$ cat src/verilog/mem_defs.svh
`ifndef MEM_DEFS_SVH
`define MEM_DEFS_SVH

// Bus widths.
`define ADDR_W 32
`define DATA_W 32

// Instruction cache geometry, 16 lines of four words.
`define ICACHE_SETS  16
`define ICACHE_WORDS 4
`define ICACHE_IDX_W ($clog2(`ICACHE_SETS))
`define ICACHE_WRD_W ($clog2(`ICACHE_WORDS))
`define ICACHE_TAG_W (`ADDR_W - `ICACHE_IDX_W - `ICACHE_WRD_W - 2)

// CLINT address map.
`define CLINT_BASE   32'h0200_0000
`define CLINT_SIZE   32'h0001_0000
`define MTIME_LO_OFS 16'hBFF8
`define MTIME_HI_OFS 16'hBFFC

`endif
$ cat src/verilog/mem_pkg.sv
`default_nettype none
`include "mem_defs.svh"

package mem_pkg;

	typedef enum logic [1:0] {
		OKAY   = 2'b00,
		EXOKAY = 2'b01,
		SLVERR = 2'b10,
		DECERR = 2'b11
	} axi_resp_t;

	// Fetch address split for the direct-mapped lookup.
	typedef struct packed {
		logic [`ICACHE_TAG_W-1:0] tag;
		logic [`ICACHE_IDX_W-1:0] index;
		logic [`ICACHE_WRD_W-1:0] word;
		logic [1:0]               byte_ofs;
	} icache_split_t;

	typedef union packed {
		logic [`ADDR_W-1:0] raw;
		icache_split_t      f;
	} icache_addr_u;

endpackage

`default_nettype wire

$ cat src/verilog/rd_bus_if.sv
`timescale 1ns/1ps
`default_nettype none
`include "mem_defs.svh"

interface rd_bus_if;
	logic [`ADDR_W-1:0] araddr;
	logic [7:0]         arlen;
	logic [2:0]         arsize;
	logic               arvalid;
	logic               arready;
	logic [`DATA_W-1:0] rdata;
	mem_pkg::axi_resp_t rresp;
	logic               rlast;
	logic               rvalid;
	logic               rready;

	// Side that issues the address and takes the beats.
	modport requester (
		output araddr, arlen, arsize, arvalid, rready,
		input  arready, rdata, rresp, rlast, rvalid
	);

	modport responder (
		input  araddr, arlen, arsize, arvalid, rready,
		output arready, rdata, rresp, rlast, rvalid
	);
endinterface

`default_nettype wire

$ cat src/verilog/mem_top.sv
`timescale 1ns/1ps
`default_nettype none
`include "mem_defs.svh"

module mem_top (
	input  logic                 clock,
	input  logic                 arst_n,
	input  logic                 fetch_valid,
	input  logic [`ADDR_W-1:0]   fetch_addr,
	output logic                 fetch_ready,
	output logic [`DATA_W-1:0]   fetch_inst,
	output mem_pkg::axi_resp_t   fetch_resp,
	output logic                 fetch_done,
	input  logic                 fence_i,
	input  logic                 ld_valid,
	input  logic [`ADDR_W-1:0]   ld_addr,
	input  logic [2:0]           ld_size,
	output logic                 ld_ready,
	output logic [`DATA_W-1:0]   ld_data,
	output mem_pkg::axi_resp_t   ld_resp,
	output logic                 ld_done,
	input  logic                 st_valid,
	input  logic [`ADDR_W-1:0]   st_addr,
	input  logic [`DATA_W-1:0]   st_data,
	input  logic [`DATA_W/8-1:0] st_strb,
	output logic                 st_ready,
	output mem_pkg::axi_resp_t   st_resp,
	output logic                 st_done,
	output logic [`ADDR_W-1:0]   awaddr,
	output logic [7:0]           awlen,
	output logic [2:0]           awsize,
	output logic                 awvalid,
	input  logic                 awready,
	output logic [`DATA_W-1:0]   wdata,
	output logic [`DATA_W/8-1:0] wstrb,
	output logic                 wlast,
	output logic                 wvalid,
	input  logic                 wready,
	input  mem_pkg::axi_resp_t   bresp,
	input  logic                 bvalid,
	output logic                 bready,
	output logic [`ADDR_W-1:0]   araddr,
	output logic [7:0]           arlen,
	output logic [2:0]           arsize,
	output logic                 arvalid,
	input  logic                 arready,
	input  logic [`DATA_W-1:0]   rdata,
	input  mem_pkg::axi_resp_t   rresp,
	input  logic                 rlast,
	input  logic                 rvalid,
	output logic                 rready
);

	rd_bus_if fill_bus ();
	rd_bus_if clint_bus ();

	icache u_icache (
		.clock       (clock),
		.arst_n      (arst_n),
		.fetch_valid (fetch_valid),
		.fetch_addr  (fetch_addr),
		.fetch_ready (fetch_ready),
		.fetch_inst  (fetch_inst),
		.fetch_resp  (fetch_resp),
		.fetch_done  (fetch_done),
		.fence_i     (fence_i),
		.fill        (fill_bus)
	);

	// Load, store and AXI ports share their names with the top.
	mem_xbar u_xbar (
		.fill  (fill_bus),
		.clint (clint_bus),
		.*
	);

	clint u_clint (
		.clock  (clock),
		.arst_n (arst_n),
		.bus    (clint_bus)
	);

endmodule

`default_nettype wire

$ cat src/verilog/clint.sv
`timescale 1ns/1ps
`default_nettype none
`include "mem_defs.svh"

module clint (
	input  logic        clock,
	input  logic        arst_n,
	rd_bus_if.responder bus
);

	localparam int OFS_W = $clog2(`CLINT_SIZE);

	logic [63:0]      mtime;
	logic [OFS_W-1:0] ofs;

	assign ofs = bus.araddr[OFS_W-1:0];
	assign bus.arready = 1'b1;
	assign bus.rlast = 1'b1;

	always_ff @(posedge clock or negedge arst_n) begin
		if (!arst_n) begin
			mtime <= '0;
			bus.rvalid <= 1'b0;
		end else begin
			mtime <= mtime + 64'd1;
			if (bus.arvalid)
				bus.rvalid <= 1'b1;
			else if (bus.rready)
				bus.rvalid <= 1'b0;
		end
	end

	// Half of mtime as it stands at the AR handshake.
	always_ff @(posedge clock) begin
		if (bus.arvalid) begin
			case (ofs)
				OFS_W'(`MTIME_LO_OFS): begin
					bus.rdata <= mtime[31:0];
					bus.rresp <= mem_pkg::OKAY;
				end
				OFS_W'(`MTIME_HI_OFS): begin
					bus.rdata <= mtime[63:32];
					bus.rresp <= mem_pkg::OKAY;
				end
				default: begin
					bus.rdata <= '0;
					bus.rresp <= mem_pkg::SLVERR;
				end
			endcase
		end
	end

endmodule

`default_nettype wire

$ cat src/verilog/mem_xbar.sv
`timescale 1ns/1ps
`default_nettype none
`include "mem_defs.svh"

module mem_xbar (
	input  logic                 clock,
	input  logic                 arst_n,
	rd_bus_if.responder          fill,
	rd_bus_if.requester          clint,
	input  logic                 ld_valid,
	input  logic [`ADDR_W-1:0]   ld_addr,
	input  logic [2:0]           ld_size,
	output logic                 ld_ready,
	output logic [`DATA_W-1:0]   ld_data,
	output mem_pkg::axi_resp_t   ld_resp,
	output logic                 ld_done,
	input  logic                 st_valid,
	input  logic [`ADDR_W-1:0]   st_addr,
	input  logic [`DATA_W-1:0]   st_data,
	input  logic [`DATA_W/8-1:0] st_strb,
	output logic                 st_ready,
	output mem_pkg::axi_resp_t   st_resp,
	output logic                 st_done,
	output logic [`ADDR_W-1:0]   awaddr,
	output logic [7:0]           awlen,
	output logic [2:0]           awsize,
	output logic                 awvalid,
	input  logic                 awready,
	output logic [`DATA_W-1:0]   wdata,
	output logic [`DATA_W/8-1:0] wstrb,
	output logic                 wlast,
	output logic                 wvalid,
	input  logic                 wready,
	input  mem_pkg::axi_resp_t   bresp,
	input  logic                 bvalid,
	output logic                 bready,
	output logic [`ADDR_W-1:0]   araddr,
	output logic [7:0]           arlen,
	output logic [2:0]           arsize,
	output logic                 arvalid,
	input  logic                 arready,
	input  logic [`DATA_W-1:0]   rdata,
	input  mem_pkg::axi_resp_t   rresp,
	input  logic                 rlast,
	input  logic                 rvalid,
	output logic                 rready
);

	typedef enum logic [1:0] {R_IDLE, R_AR, R_DATA} rd_state_t;
	typedef enum logic [1:0] {OWN_FILL, OWN_LD_AXI, OWN_LD_CLINT} owner_t;
	typedef enum logic [1:0] {W_IDLE, W_SEND, W_RESP} wr_state_t;

	rd_state_t          rd_state;
	owner_t             owner;
	logic [`ADDR_W-1:0] rd_addr;
	logic [7:0]         rd_len;
	logic [2:0]         rd_size;
	logic               ld_beat;
	wr_state_t          wr_state;
	logic               aw_next;
	logic               w_next;

	function automatic logic in_clint(input logic [`ADDR_W-1:0] addr);
		in_clint = addr >= `CLINT_BASE && addr < `CLINT_BASE + `CLINT_SIZE;
	endfunction

	// Loads take priority, so a fill waits while ld_valid is up.
	assign ld_ready = rd_state == R_IDLE;
	assign fill.arready = rd_state == R_IDLE && !ld_valid;

	assign araddr = rd_addr;
	assign arlen = rd_len;
	assign arsize = rd_size;
	assign arvalid = rd_state == R_AR && owner != OWN_LD_CLINT;
	assign clint.araddr = rd_addr;
	assign clint.arlen = rd_len;
	assign clint.arsize = rd_size;
	assign clint.arvalid = rd_state == R_AR && owner == OWN_LD_CLINT;

	// R beats of a fill pass through untouched.
	assign fill.rdata = rdata;
	assign fill.rresp = rresp;
	assign fill.rlast = rlast;
	assign fill.rvalid = rd_state == R_DATA && owner == OWN_FILL && rvalid;
	assign rready = rd_state == R_DATA &&
		(owner == OWN_FILL ? fill.rready : owner == OWN_LD_AXI);
	assign clint.rready = rd_state == R_DATA && owner == OWN_LD_CLINT;

	assign ld_beat = rd_state == R_DATA &&
		(owner == OWN_LD_CLINT ? clint.rvalid : owner == OWN_LD_AXI && rvalid);

	always_ff @(posedge clock or negedge arst_n) begin
		if (!arst_n) begin
			rd_state <= R_IDLE;
			owner <= OWN_FILL;
			ld_done <= 1'b0;
		end else begin
			ld_done <= ld_beat;
			case (rd_state)
				R_IDLE: begin
					if (ld_valid) begin
						owner <= in_clint(ld_addr) ? OWN_LD_CLINT : OWN_LD_AXI;
						rd_state <= R_AR;
					end else if (fill.arvalid) begin
						owner <= OWN_FILL;
						rd_state <= R_AR;
					end
				end
				R_AR: begin
					if (owner == OWN_LD_CLINT ? clint.arready : arready)
						rd_state <= R_DATA;
				end
				R_DATA: begin
					if (ld_beat || (owner == OWN_FILL && rvalid && fill.rready && rlast))
						rd_state <= R_IDLE;
				end
				default: rd_state <= R_IDLE;
			endcase
		end
	end

	always_ff @(posedge clock) begin
		if (rd_state == R_IDLE) begin
			if (ld_valid) begin
				rd_addr <= ld_addr;
				rd_len <= '0;
				rd_size <= ld_size;
			end else begin
				rd_addr <= fill.araddr;
				rd_len <= fill.arlen;
				rd_size <= fill.arsize;
			end
		end
		if (ld_beat) begin
			ld_data <= owner == OWN_LD_CLINT ? clint.rdata : rdata;
			ld_resp <= owner == OWN_LD_CLINT ? clint.rresp : rresp;
		end
	end

	// Store side, single-beat word writes.
	assign st_ready = wr_state == W_IDLE;
	assign awlen = '0;
	assign awsize = 3'($clog2(`DATA_W/8));
	assign wlast = 1'b1;
	assign bready = wr_state == W_RESP;
	assign aw_next = awvalid && !awready;
	assign w_next = wvalid && !wready;

	always_ff @(posedge clock or negedge arst_n) begin
		if (!arst_n) begin
			wr_state <= W_IDLE;
			awvalid <= 1'b0;
			wvalid <= 1'b0;
			st_done <= 1'b0;
		end else begin
			st_done <= 1'b0;
			case (wr_state)
				W_IDLE: begin
					if (st_valid) begin
						// CLINT is read-only here.
						if (in_clint(st_addr)) begin
							st_done <= 1'b1;
						end else begin
							awvalid <= 1'b1;
							wvalid <= 1'b1;
							wr_state <= W_SEND;
						end
					end
				end
				W_SEND: begin
					awvalid <= aw_next;
					wvalid <= w_next;
					if (!aw_next && !w_next)
						wr_state <= W_RESP;
				end
				W_RESP: begin
					if (bvalid) begin
						st_done <= 1'b1;
						wr_state <= W_IDLE;
					end
				end
				default: wr_state <= W_IDLE;
			endcase
		end
	end

	always_ff @(posedge clock) begin
		if (wr_state == W_IDLE && st_valid) begin
			awaddr <= st_addr;
			wdata <= st_data;
			wstrb <= st_strb;
			st_resp <= mem_pkg::SLVERR;
		end
		if (bready && bvalid)
			st_resp <= bresp;
	end

endmodule

`default_nettype wire

$ cat src/verilog/icache.sv
`timescale 1ns/1ps
`default_nettype none
`include "mem_defs.svh"

module icache (
	input  logic               clock,
	input  logic               arst_n,
	input  logic               fetch_valid,
	input  logic [`ADDR_W-1:0] fetch_addr,
	output logic               fetch_ready,
	output logic [`DATA_W-1:0] fetch_inst,
	output mem_pkg::axi_resp_t fetch_resp,
	output logic               fetch_done,
	input  logic               fence_i,
	rd_bus_if.requester        fill
);

	localparam int LINE_W = `ICACHE_WRD_W + 2;

	typedef enum logic [1:0] {S_IDLE, S_AR, S_R} state_t;

	state_t                   state;
	mem_pkg::icache_addr_u    look;
	mem_pkg::icache_addr_u    req;
	logic [`ICACHE_TAG_W-1:0] tag_mem [`ICACHE_SETS];
	logic [`DATA_W-1:0]       data_mem [`ICACHE_SETS*`ICACHE_WORDS];
	logic [`ICACHE_SETS-1:0]  line_valid;
	logic [`ICACHE_WRD_W-1:0] beat;
	mem_pkg::axi_resp_t       fill_err;
	mem_pkg::axi_resp_t       beat_err;
	logic                     hit;
	logic                     accept;

	// Lookup straight off the incoming address.
	assign look.raw = fetch_addr;
	assign hit = line_valid[look.f.index] && tag_mem[look.f.index] == look.f.tag;
	assign fetch_ready = state == S_IDLE && !fence_i;
	assign accept = fetch_valid && fetch_ready;

	// First error seen in the burst wins.
	assign beat_err = fill_err != mem_pkg::OKAY ? fill_err : fill.rresp;

	// Line-aligned burst of a whole line.
	assign fill.araddr = {req.raw[`ADDR_W-1:LINE_W], {LINE_W{1'b0}}};
	assign fill.arlen = 8'(`ICACHE_WORDS - 1);
	assign fill.arsize = 3'd2;
	assign fill.arvalid = state == S_AR;
	assign fill.rready = state == S_R;

	always_ff @(posedge clock or negedge arst_n) begin
		if (!arst_n) begin
			state <= S_IDLE;
			line_valid <= '0;
			fetch_done <= 1'b0;
		end else begin
			fetch_done <= 1'b0;
			case (state)
				S_IDLE: begin
					if (fence_i) begin
						line_valid <= '0;
					end else if (fetch_valid) begin
						if (hit)
							fetch_done <= 1'b1;
						else
							state <= S_AR;
					end
				end
				S_AR: begin
					if (fill.arready)
						state <= S_R;
				end
				S_R: begin
					if (fill.rvalid && fill.rlast) begin
						state <= S_IDLE;
						fetch_done <= 1'b1;
						// A line with a bad beat stays invalid.
						line_valid[req.f.index] <= beat_err == mem_pkg::OKAY;
					end
				end
				default: state <= S_IDLE;
			endcase
		end
	end

	always_ff @(posedge clock) begin
		if (accept) begin
			req <= look;
			beat <= '0;
			fill_err <= mem_pkg::OKAY;
			fetch_inst <= data_mem[{look.f.index, look.f.word}];
			fetch_resp <= mem_pkg::OKAY;
		end
		if (state == S_R && fill.rvalid) begin
			data_mem[{req.f.index, beat}] <= fill.rdata;
			beat <= beat + 1'b1;
			fill_err <= beat_err;
			if (beat == req.f.word)
				fetch_inst <= fill.rdata;
			if (fill.rlast) begin
				tag_mem[req.f.index] <= req.f.tag;
				fetch_resp <= beat_err;
			end
		end
	end

endmodule

`default_nettype wire

$ cat config.mk
export PLATFORM = sky130hd
export DESIGN_NAME = mem_top
export DESIGN_NICKNAME = d
export VERILOG_FILES = /design/src/verilog/mem_pkg.sv /design/src/verilog/rd_bus_if.sv /design/src/verilog/mem_top.sv /design/src/verilog/clint.sv /design/src/verilog/mem_xbar.sv /design/src/verilog/icache.sv
export VERILOG_INCLUDE_DIRS = /design/src /design/src/verilog
export SDC_FILE = /design/constraint.sdc
export NUM_CORES = 2
export LEC_CHECK = 0
export BUFFER_PORTS_ARGS = -buffer_cell sky130_fd_sc_hd__buf_4
export CAP_MARGIN = 20
export CORE_MARGIN = 5
export CORE_UTILIZATION = 40
export CTS_BUF_LIST = sky130_fd_sc_hd__clkbuf_4 sky130_fd_sc_hd__clkbuf_8 sky130_fd_sc_hd__clkbuf_16
export CTS_CLUSTER_DIAMETER = 120
export DETAILED_ROUTE_END_ITERATION = 8
export GPL_TIMING_DRIVEN = 0
export MAX_ROUTING_LAYER = met4
export SYNTH_ARGS = -nofsm -noshare
export SYNTH_HDL_FRONTEND = slang
export SYNTH_SLANG_ARGS = --single-unit
$ cat constraint.sdc
create_clock -name clock -period 4.29 [get_ports clock]
set_input_delay 0.858 -clock clock [delete_from_list [all_inputs] [get_ports clock]]
set_output_delay 0.858 -clock clock [all_outputs]
set_load 0.03 [all_outputs]
Word-level counts from Yosys, hierarchy flattened --
Memory sizes are Yosys's and may differ from the RTL's. Cells that the tools add are included. Widths: inputs -> output; s select.
Word-level totals: bits in registers 345, memory bits (writable) 2432, input bits 183, output and inout port bits 204, memories 2
Cells by class: add/sub/neg operators 2, order comparisons 7, equality and inequality tests 26, muxes and demuxes 68, reductions and logical operators 51
Memory list:
- u_icache.data_mem | words 64, bits a word 32, read ports 1, clocked after Yosys merged registers in 0, write ports 1, line icache.sv:26 | logic [`DATA_W-1:0] data_mem [`ICACHE_SETS*`ICACHE_WORDS];
- u_icache.tag_mem | words 16, bits a word 24, read ports 1, clocked after Yosys merged registers in 0, write ports 1, line icache.sv:25 | logic [`ICACHE_TAG_W-1:0] tag_mem [`ICACHE_SETS];
Operator list (count):
- $mux 32 | 5
- $add 64x1->64 const B | 1
- $ge 32x26->1 const B | 2
- $lt 32x26->1 const B | 2
- $pmux 32 s2 | 1
- $mux 2 | 28
- $eq 16x16->1 const B | 2
- $mux 16 | 2
- $pmux 16 s2 | 1
- $logic_and 1x1->1 | 25
- $eq 24x24->1 | 1
- $ne 2x2->1 const B | 11
- $mux 1 | 21
- $pmux 2 s3 | 3
- $bwmux 16 | 1
- $reduce_bool 2->1 | 7
- $logic_not 2->1 | 5
- $lt 4x5->1 const B | 2
- $reduce_and 3->1 | 3
- $eq 2x1->1 const B | 4
- $eq 2x2->1 const B | 4
- $pmux 1 s2 | 4
- $logic_not 1->1 | 6
- $reduce_and 5->1 | 1
- other kinds (11) | 12

Logic depth before layout (Yosys ltp) --
word-level depth 7, mapped depth 12, depth with buffers taken out 7

By module --
From an unflattened synthesis, not the netlist that was laid out.
Second synthesis, totals: cells, all modules 4936, area, all modules 107888.5 µm²
Modules (own cells, without submodules):
- icache | instances 1, cells an instance 4084, area an instance 96802.8 µm², seq. area each 75207.1 µm²
- mem_xbar | instances 1, cells an instance 465, area an instance 6598.8 µm², seq. area each 4664.5 µm²
- clint | instances 1, cells an instance 387, area an instance 4486.8 µm², seq. area each 2617.5 µm²

Worst setup path after synthesis --
OpenSTA, ideal clock, no wires.
path type input to register, from input port rvalid, to memory u_icache.data_mem[53][0] (netlist name) (enable), library setup time 0.421 ns, data arrival time 3.490 ns, data required time 3.869 ns, slack 0.379 ns, stages 7, path through nor2b_1 nor3b_1 and2_1 clkbuf_1 nand3b_1 clkbuf_1 nor2_1
On the way: word-level cells in the longest chain between the ends 4
RTL lines:
- from (decl) | line mem_top.sv:50 | input logic rvalid,
- $logic_and 1x1->1 | line mem_xbar.sv:84 | assign fill.rvalid = rd_state == R_DATA && owner == OWN_FILL && rvalid;
- $logic_and 1x1->1 | line icache.sv:93 | if (state == S_R && fill.rvalid) begin
- $mux 1 | line icache.sv:93
- $mux 1 (not written as such) | line icache.sv:94 | data_mem[{req.f.index, beat}] <= fill.rdata;
- to (decl) | line icache.sv:26
Every way passes these cells.

Worst setup path after layout --
from register u_xbar.rd_state[1], to memory u_icache.data_mem[44][18] (netlist name) (enable)
On the way: word-level cells in the longest chain between the ends 6
RTL lines:
- from (decl) | line mem_xbar.sv:53 | rd_state_t rd_state;
- from (signal assigned) | line mem_xbar.sv:94 | rd_state <= R_IDLE;
- from (signal assigned) | line mem_xbar.sv:103 | rd_state <= R_AR;
- from (signal assigned) | line mem_xbar.sv:106 | rd_state <= R_AR;
- $eq 2x2->1 | line mem_xbar.sv:84
- $logic_and 1x1->1 (2 in series) | line mem_xbar.sv:84
- $logic_and 1x1->1 | line icache.sv:93
- $mux 1 | line icache.sv:93
- $mux 1 (not written as such) | line icache.sv:94
Every way passes these cells.

==> results by group <==
Floorplanning
  • I/O pin count: 387
  • Die Wd: 526 µm
  • Die Area: 0.277 mm²
  • Core area: 0.265 mm²
  • Die Y-Extent: 526 µm
  • Rows: 189
  • Initial Utilization: 0.402

Drt
  • WL final: 308,000 µm
  • DR vias: 54.8k
  • Routed len/inst: 32.6 µm
  • DRC: 0
  • DRT antenna net count: 0
  • Initial DRC count: 7,001
  • Vias per cell: 5.81
  • Detailed Routing Iterations Pass 1: 6

Placed design
  • Port Buffers: 366
  • Post-DP HPWL: 204,000 µm
  • Placed standard-cell area: 0.117 mm²
  • GP Congestion: 0.871
  • Cells after DPL: 8,868

Power and ir drop
  • Clock power share: 0.407
  • Power share of the combinational group: 0.092
  • Peak supply drop: 0.388 mV
  • Leakage power: 41.1 nW
  • Power, Total: 61.5 mW
  • NetSw: 14.3 mW
  • Cell area power density: 485 mW/mm²
  • Pint: 47.1 mW
  • Sequential share of power: 0.502
  • Sw frac: 0.233

Logic synthesis
  • Synthesized flop and latch total: 2,767
  • Synth Cell Area: 0.107 mm²
  • Compound-cell area share of the yosys netlist: 0.0109
  • Number of synthesized flops with an enable pin: 2,639
  • Synth async-reset ratio: 0.0340
  • Mux cell area share after synthesis: 0.169
  • Syn Inst Count: 4,846
  • Mean Syn Cell Area: 22.0 µm²
  • Yosys warns: 0
  • Area fraction in and, or, nand and nor cells after synthesis: 0.0286
  • Fraction of synthesized cell area in xor and xnor cells: 0.00722
  • Main combinational cell family by area after synthesis: multiplexers
  • Synth Area in Adders: 0.000117
  • Dominant synthesized flop cell: edfxtp_1
  • Sequential share of the synthesized area: 0.771
  • Unique cell type count in the Yosys netlist: 66

Critical path
  • Crit path kind: reg2reg
  • CP top delay family: simple AND/OR/NAND/NOR gates
  • Startpoint Class: flop
  • Crit-path max FO: 18
  • Endpoint type of the worst setup path: flop
  • Critical path, cell by cell: clkbuf_1, nand2b_1, nor3b_1, nand2_1, nor3_1, nand2_1, nor2_4, buf_12
  • CP max stage cell: nor2_4
  • Worst endpoint data arrival time: 4.72 ns
  • Worst path required time: 4.82 ns
  • Top cell by count, worst path: nand2_1
  • Slowest stage delay, CP: 0.92 ns
  • WP buf/inv: 2

Clocking
  • CTS tree: done
  • CTS max path bufs: 4
  • Worst skew pair latency: 0.86 ns
  • H-tree depth: 5
  • Clk slew on worst S/H paths: 0.06 ns
  • CTS buffer count: 291
  • Clock Tree Root: clkbuf_16
  • Clk sinks: 2,767

Finish
  • Area of the multi-input gates: 0.0237 mm²
  • Post-route cell area: 0.127 mm²
  • Fraction of layout cells with a size suffix above 1: 0.338
  • Nets: 5,858
  • Final Non-Filler Cells: 9,437
  • Area grow syn2layout: 18.8%
  • Register area: 0.0823 mm²
  • Fillers: 21.6k

Timing
  • Setup violators final: 0
  • RSZ-0062 raised after global routing: yes
  • Slew Limit Fails: 0
  • Final Hold Viols: 0
  • Period Utilization, post-route: 0.977
  • Worst Tran Pin Value: 1.23 ns
  • Setup TNS Final: 0 ns
  • Setup Skew: 0.0670 ns
  • Min Tclk post-route: 4.19 ns
  • Slew margin rel.: 0.181
  • Max Fclk: 239 MHz

GRT
  • Gr ovfl total: 0
  • First-pass GRT wire length: 428,000 µm
  • Vias in the first global route: 54.4k
  • Initial antenna violation count: 24
  • GRT Overall Usage: 0.225
  • Largest net degree at the start of global routing: 69

Worst hold path
  • Worst hold path type: in2reg

Flow run
  • Number of maximum-capacitance violations: 0

Status
  • Run status: finished, final reports clean
-- routing by layer --
layer | routed length, µm | share of wire | global-route usage
met5 | 0 | 0 | -
met4 | 11700 | 0.038 | 0.0726
met3 | 27000 | 0.088 | 0.0420
met2 | 147000 | 0.48 | 0.350
met1 | 122000 | 0.40 | 0.302
-- cells in the mapped netlist (34+ instances only) --
cell type / instances / area, µm²
edfxtp_1: 2639 / 79200
clkbuf_1: 98 / 368
mux2_2: 36 / 405
dfrtp_1: 94 / 2350
nand2_1: 238 / 893
nor2_1: 197 / 739
mux4_2: 739 / 16600
a21oi_1: 46 / 230
dfxtp_1: 34 / 681
buf_4: 34 / 255
nand3_1: 37 / 185
mux2i_1: 98 / 981
buf_2: 91 / 455
xnor2_1: 64 / 561
-- placed cells by master, fill, tap and decap left out, types with 17 or more instances in the layout --
cell type  count
clkbuf_1      95
bufinv_16     24
and2_1        20
nand4_1       20
clkbuf_16    301
xnor2_1       64
dfxtp_1       34
clkinv_1      50
buf_2         93
conb_1        18
edfxtp_1    2639
xor2_1        24
buf_1         27
o22ai_1       20
and3_1        28
nand2b_1      17
clkinv_2      30
buf_12        86
mux2i_1       98
nor2_4        82
dfrtp_1       94
diode_2       19
buf_16        18
a31oi_1       23
clkbuf_4      80
a211oi_1      18
nor2_1       115
nor2b_1       23
a21oi_1       46
buf_4        430
nor3_1        17
nand2_1      237
mux4_2       739
nand3_1       37
mux2_2        36
-- power groups by stage --
stage               sequential (mW)  clock (mW)  combinational [mW]
floorplan                      32.1           0                2.18
global placement               31.4           0                5.44
detailed placement             31.4           0                5.65
CTS                            30.8        25.4                5.66
global route                   30.9        26.6                5.89
finish                         30.8        25.0                5.63
-- what timing repair did --
item / 4_1_cts / 5_1_grt
hold buffers: 1 / 0
pin swaps: 14 / 3
cloned: 0 / 0
setup endpoints to repair: 338 / 115
endpoints found under the hold margin: 22 / 0
gates resized for setup: 2 / 1
buffers inserted: 36 / 5
-- worst reg2reg max path: stages, from the launching register on --
cell and delay, ns:
dfrtp_1 0.32, clkbuf_1 0.34, nand2b_1 0.20, nor3b_1 0.46
nand2_1 0.33, nor3_1 0.36, nand2_1 0.61, nor2_4 0.93
buf_12 0.29
-- worst paths after layout --
kind / startpoint / endpoint / slack (ns) / depth (start not counted)
setup / recovery: u_xbar.rd_state[1] / u_icache.data_mem[44][18] / 0.1 / 8
hold / removal: st_data[21] / u_xbar.wdata[21] / 0.20 / 1
setup reg to reg: u_xbar.rd_state[1] / u_icache.data_mem[44][18] / 0.1 / 8
hold reg to reg: u_clint.mtime[63] / u_clint.mtime[63] / 0.47 / 1
max in group asynchronous: arst_n / u_clint.mtime[7] / 2.95 / 3
min in group asynchronous: arst_n / u_xbar.wr_state[1] / 0.57 / 2
-- flip-flops by register name (all words and copies together), names as in the netlist, 3 cells and up --
| signal | count |
|---|---|
| u_clint.bus.rdata | 32 |
| u_clint.mtime | 64 |
| u_icache.data_mem | 2048 |
| u_icache.fetch_inst | 32 |
| u_icache.line_valid | 16 |
| u_icache.req | 30 |
| u_icache.tag_mem | 384 |
| u_xbar.araddr | 32 |
| u_xbar.arsize | 3 |
| u_xbar.awaddr | 32 |
| u_xbar.ld_data | 32 |
| u_xbar.wdata | 32 |
| u_xbar.wstrb | 4 |
-- area by class of cell --
type,count,share of cell area
plain buffers,261,0.0103
multi-input cells,1815,0.187
clock buffers,381,0.0642
clock inverters,123,0.00996
well taps,3533,0.0349
inverters,19,0.000563
diodes,19,0.000375
flip-flops and latches,2767,0.649
repair buffers,519,0.0430
-- cells by family (layout without fill, tap and decap cells) --
| group | Yosys count | count (layout) |
|---|---|---|
| adders and majority gates | 1 | 1 |
| AOI/OAI and AO/OA | 177 | 177 |
| other | 2 | 37 |
| buffers and inverters | 280 | 1303 |
| muxes | 873 | 873 |
| and+or+nand+nor | 658 | 658 |
| DFF | 2767 | 2767 |
| xor gates and xnor gates | 88 | 88 |
-- per-stage QoR --
step | hold slack [ns] | utilization | setup slack, ns
after global placement | 0.466 | 0.429 | -2.95
after floorplan | 0.445 | - | 0.379
after CTS | 0.138 | 0.477 | 0.0326
final | 0.198 | 0.478 | 0.0992
after detailed placement | 0.467 | 0.440 | -1.02
after global routing | 0.155 | 0.477 | -0.0835
(Power assumes the default switching activity.)
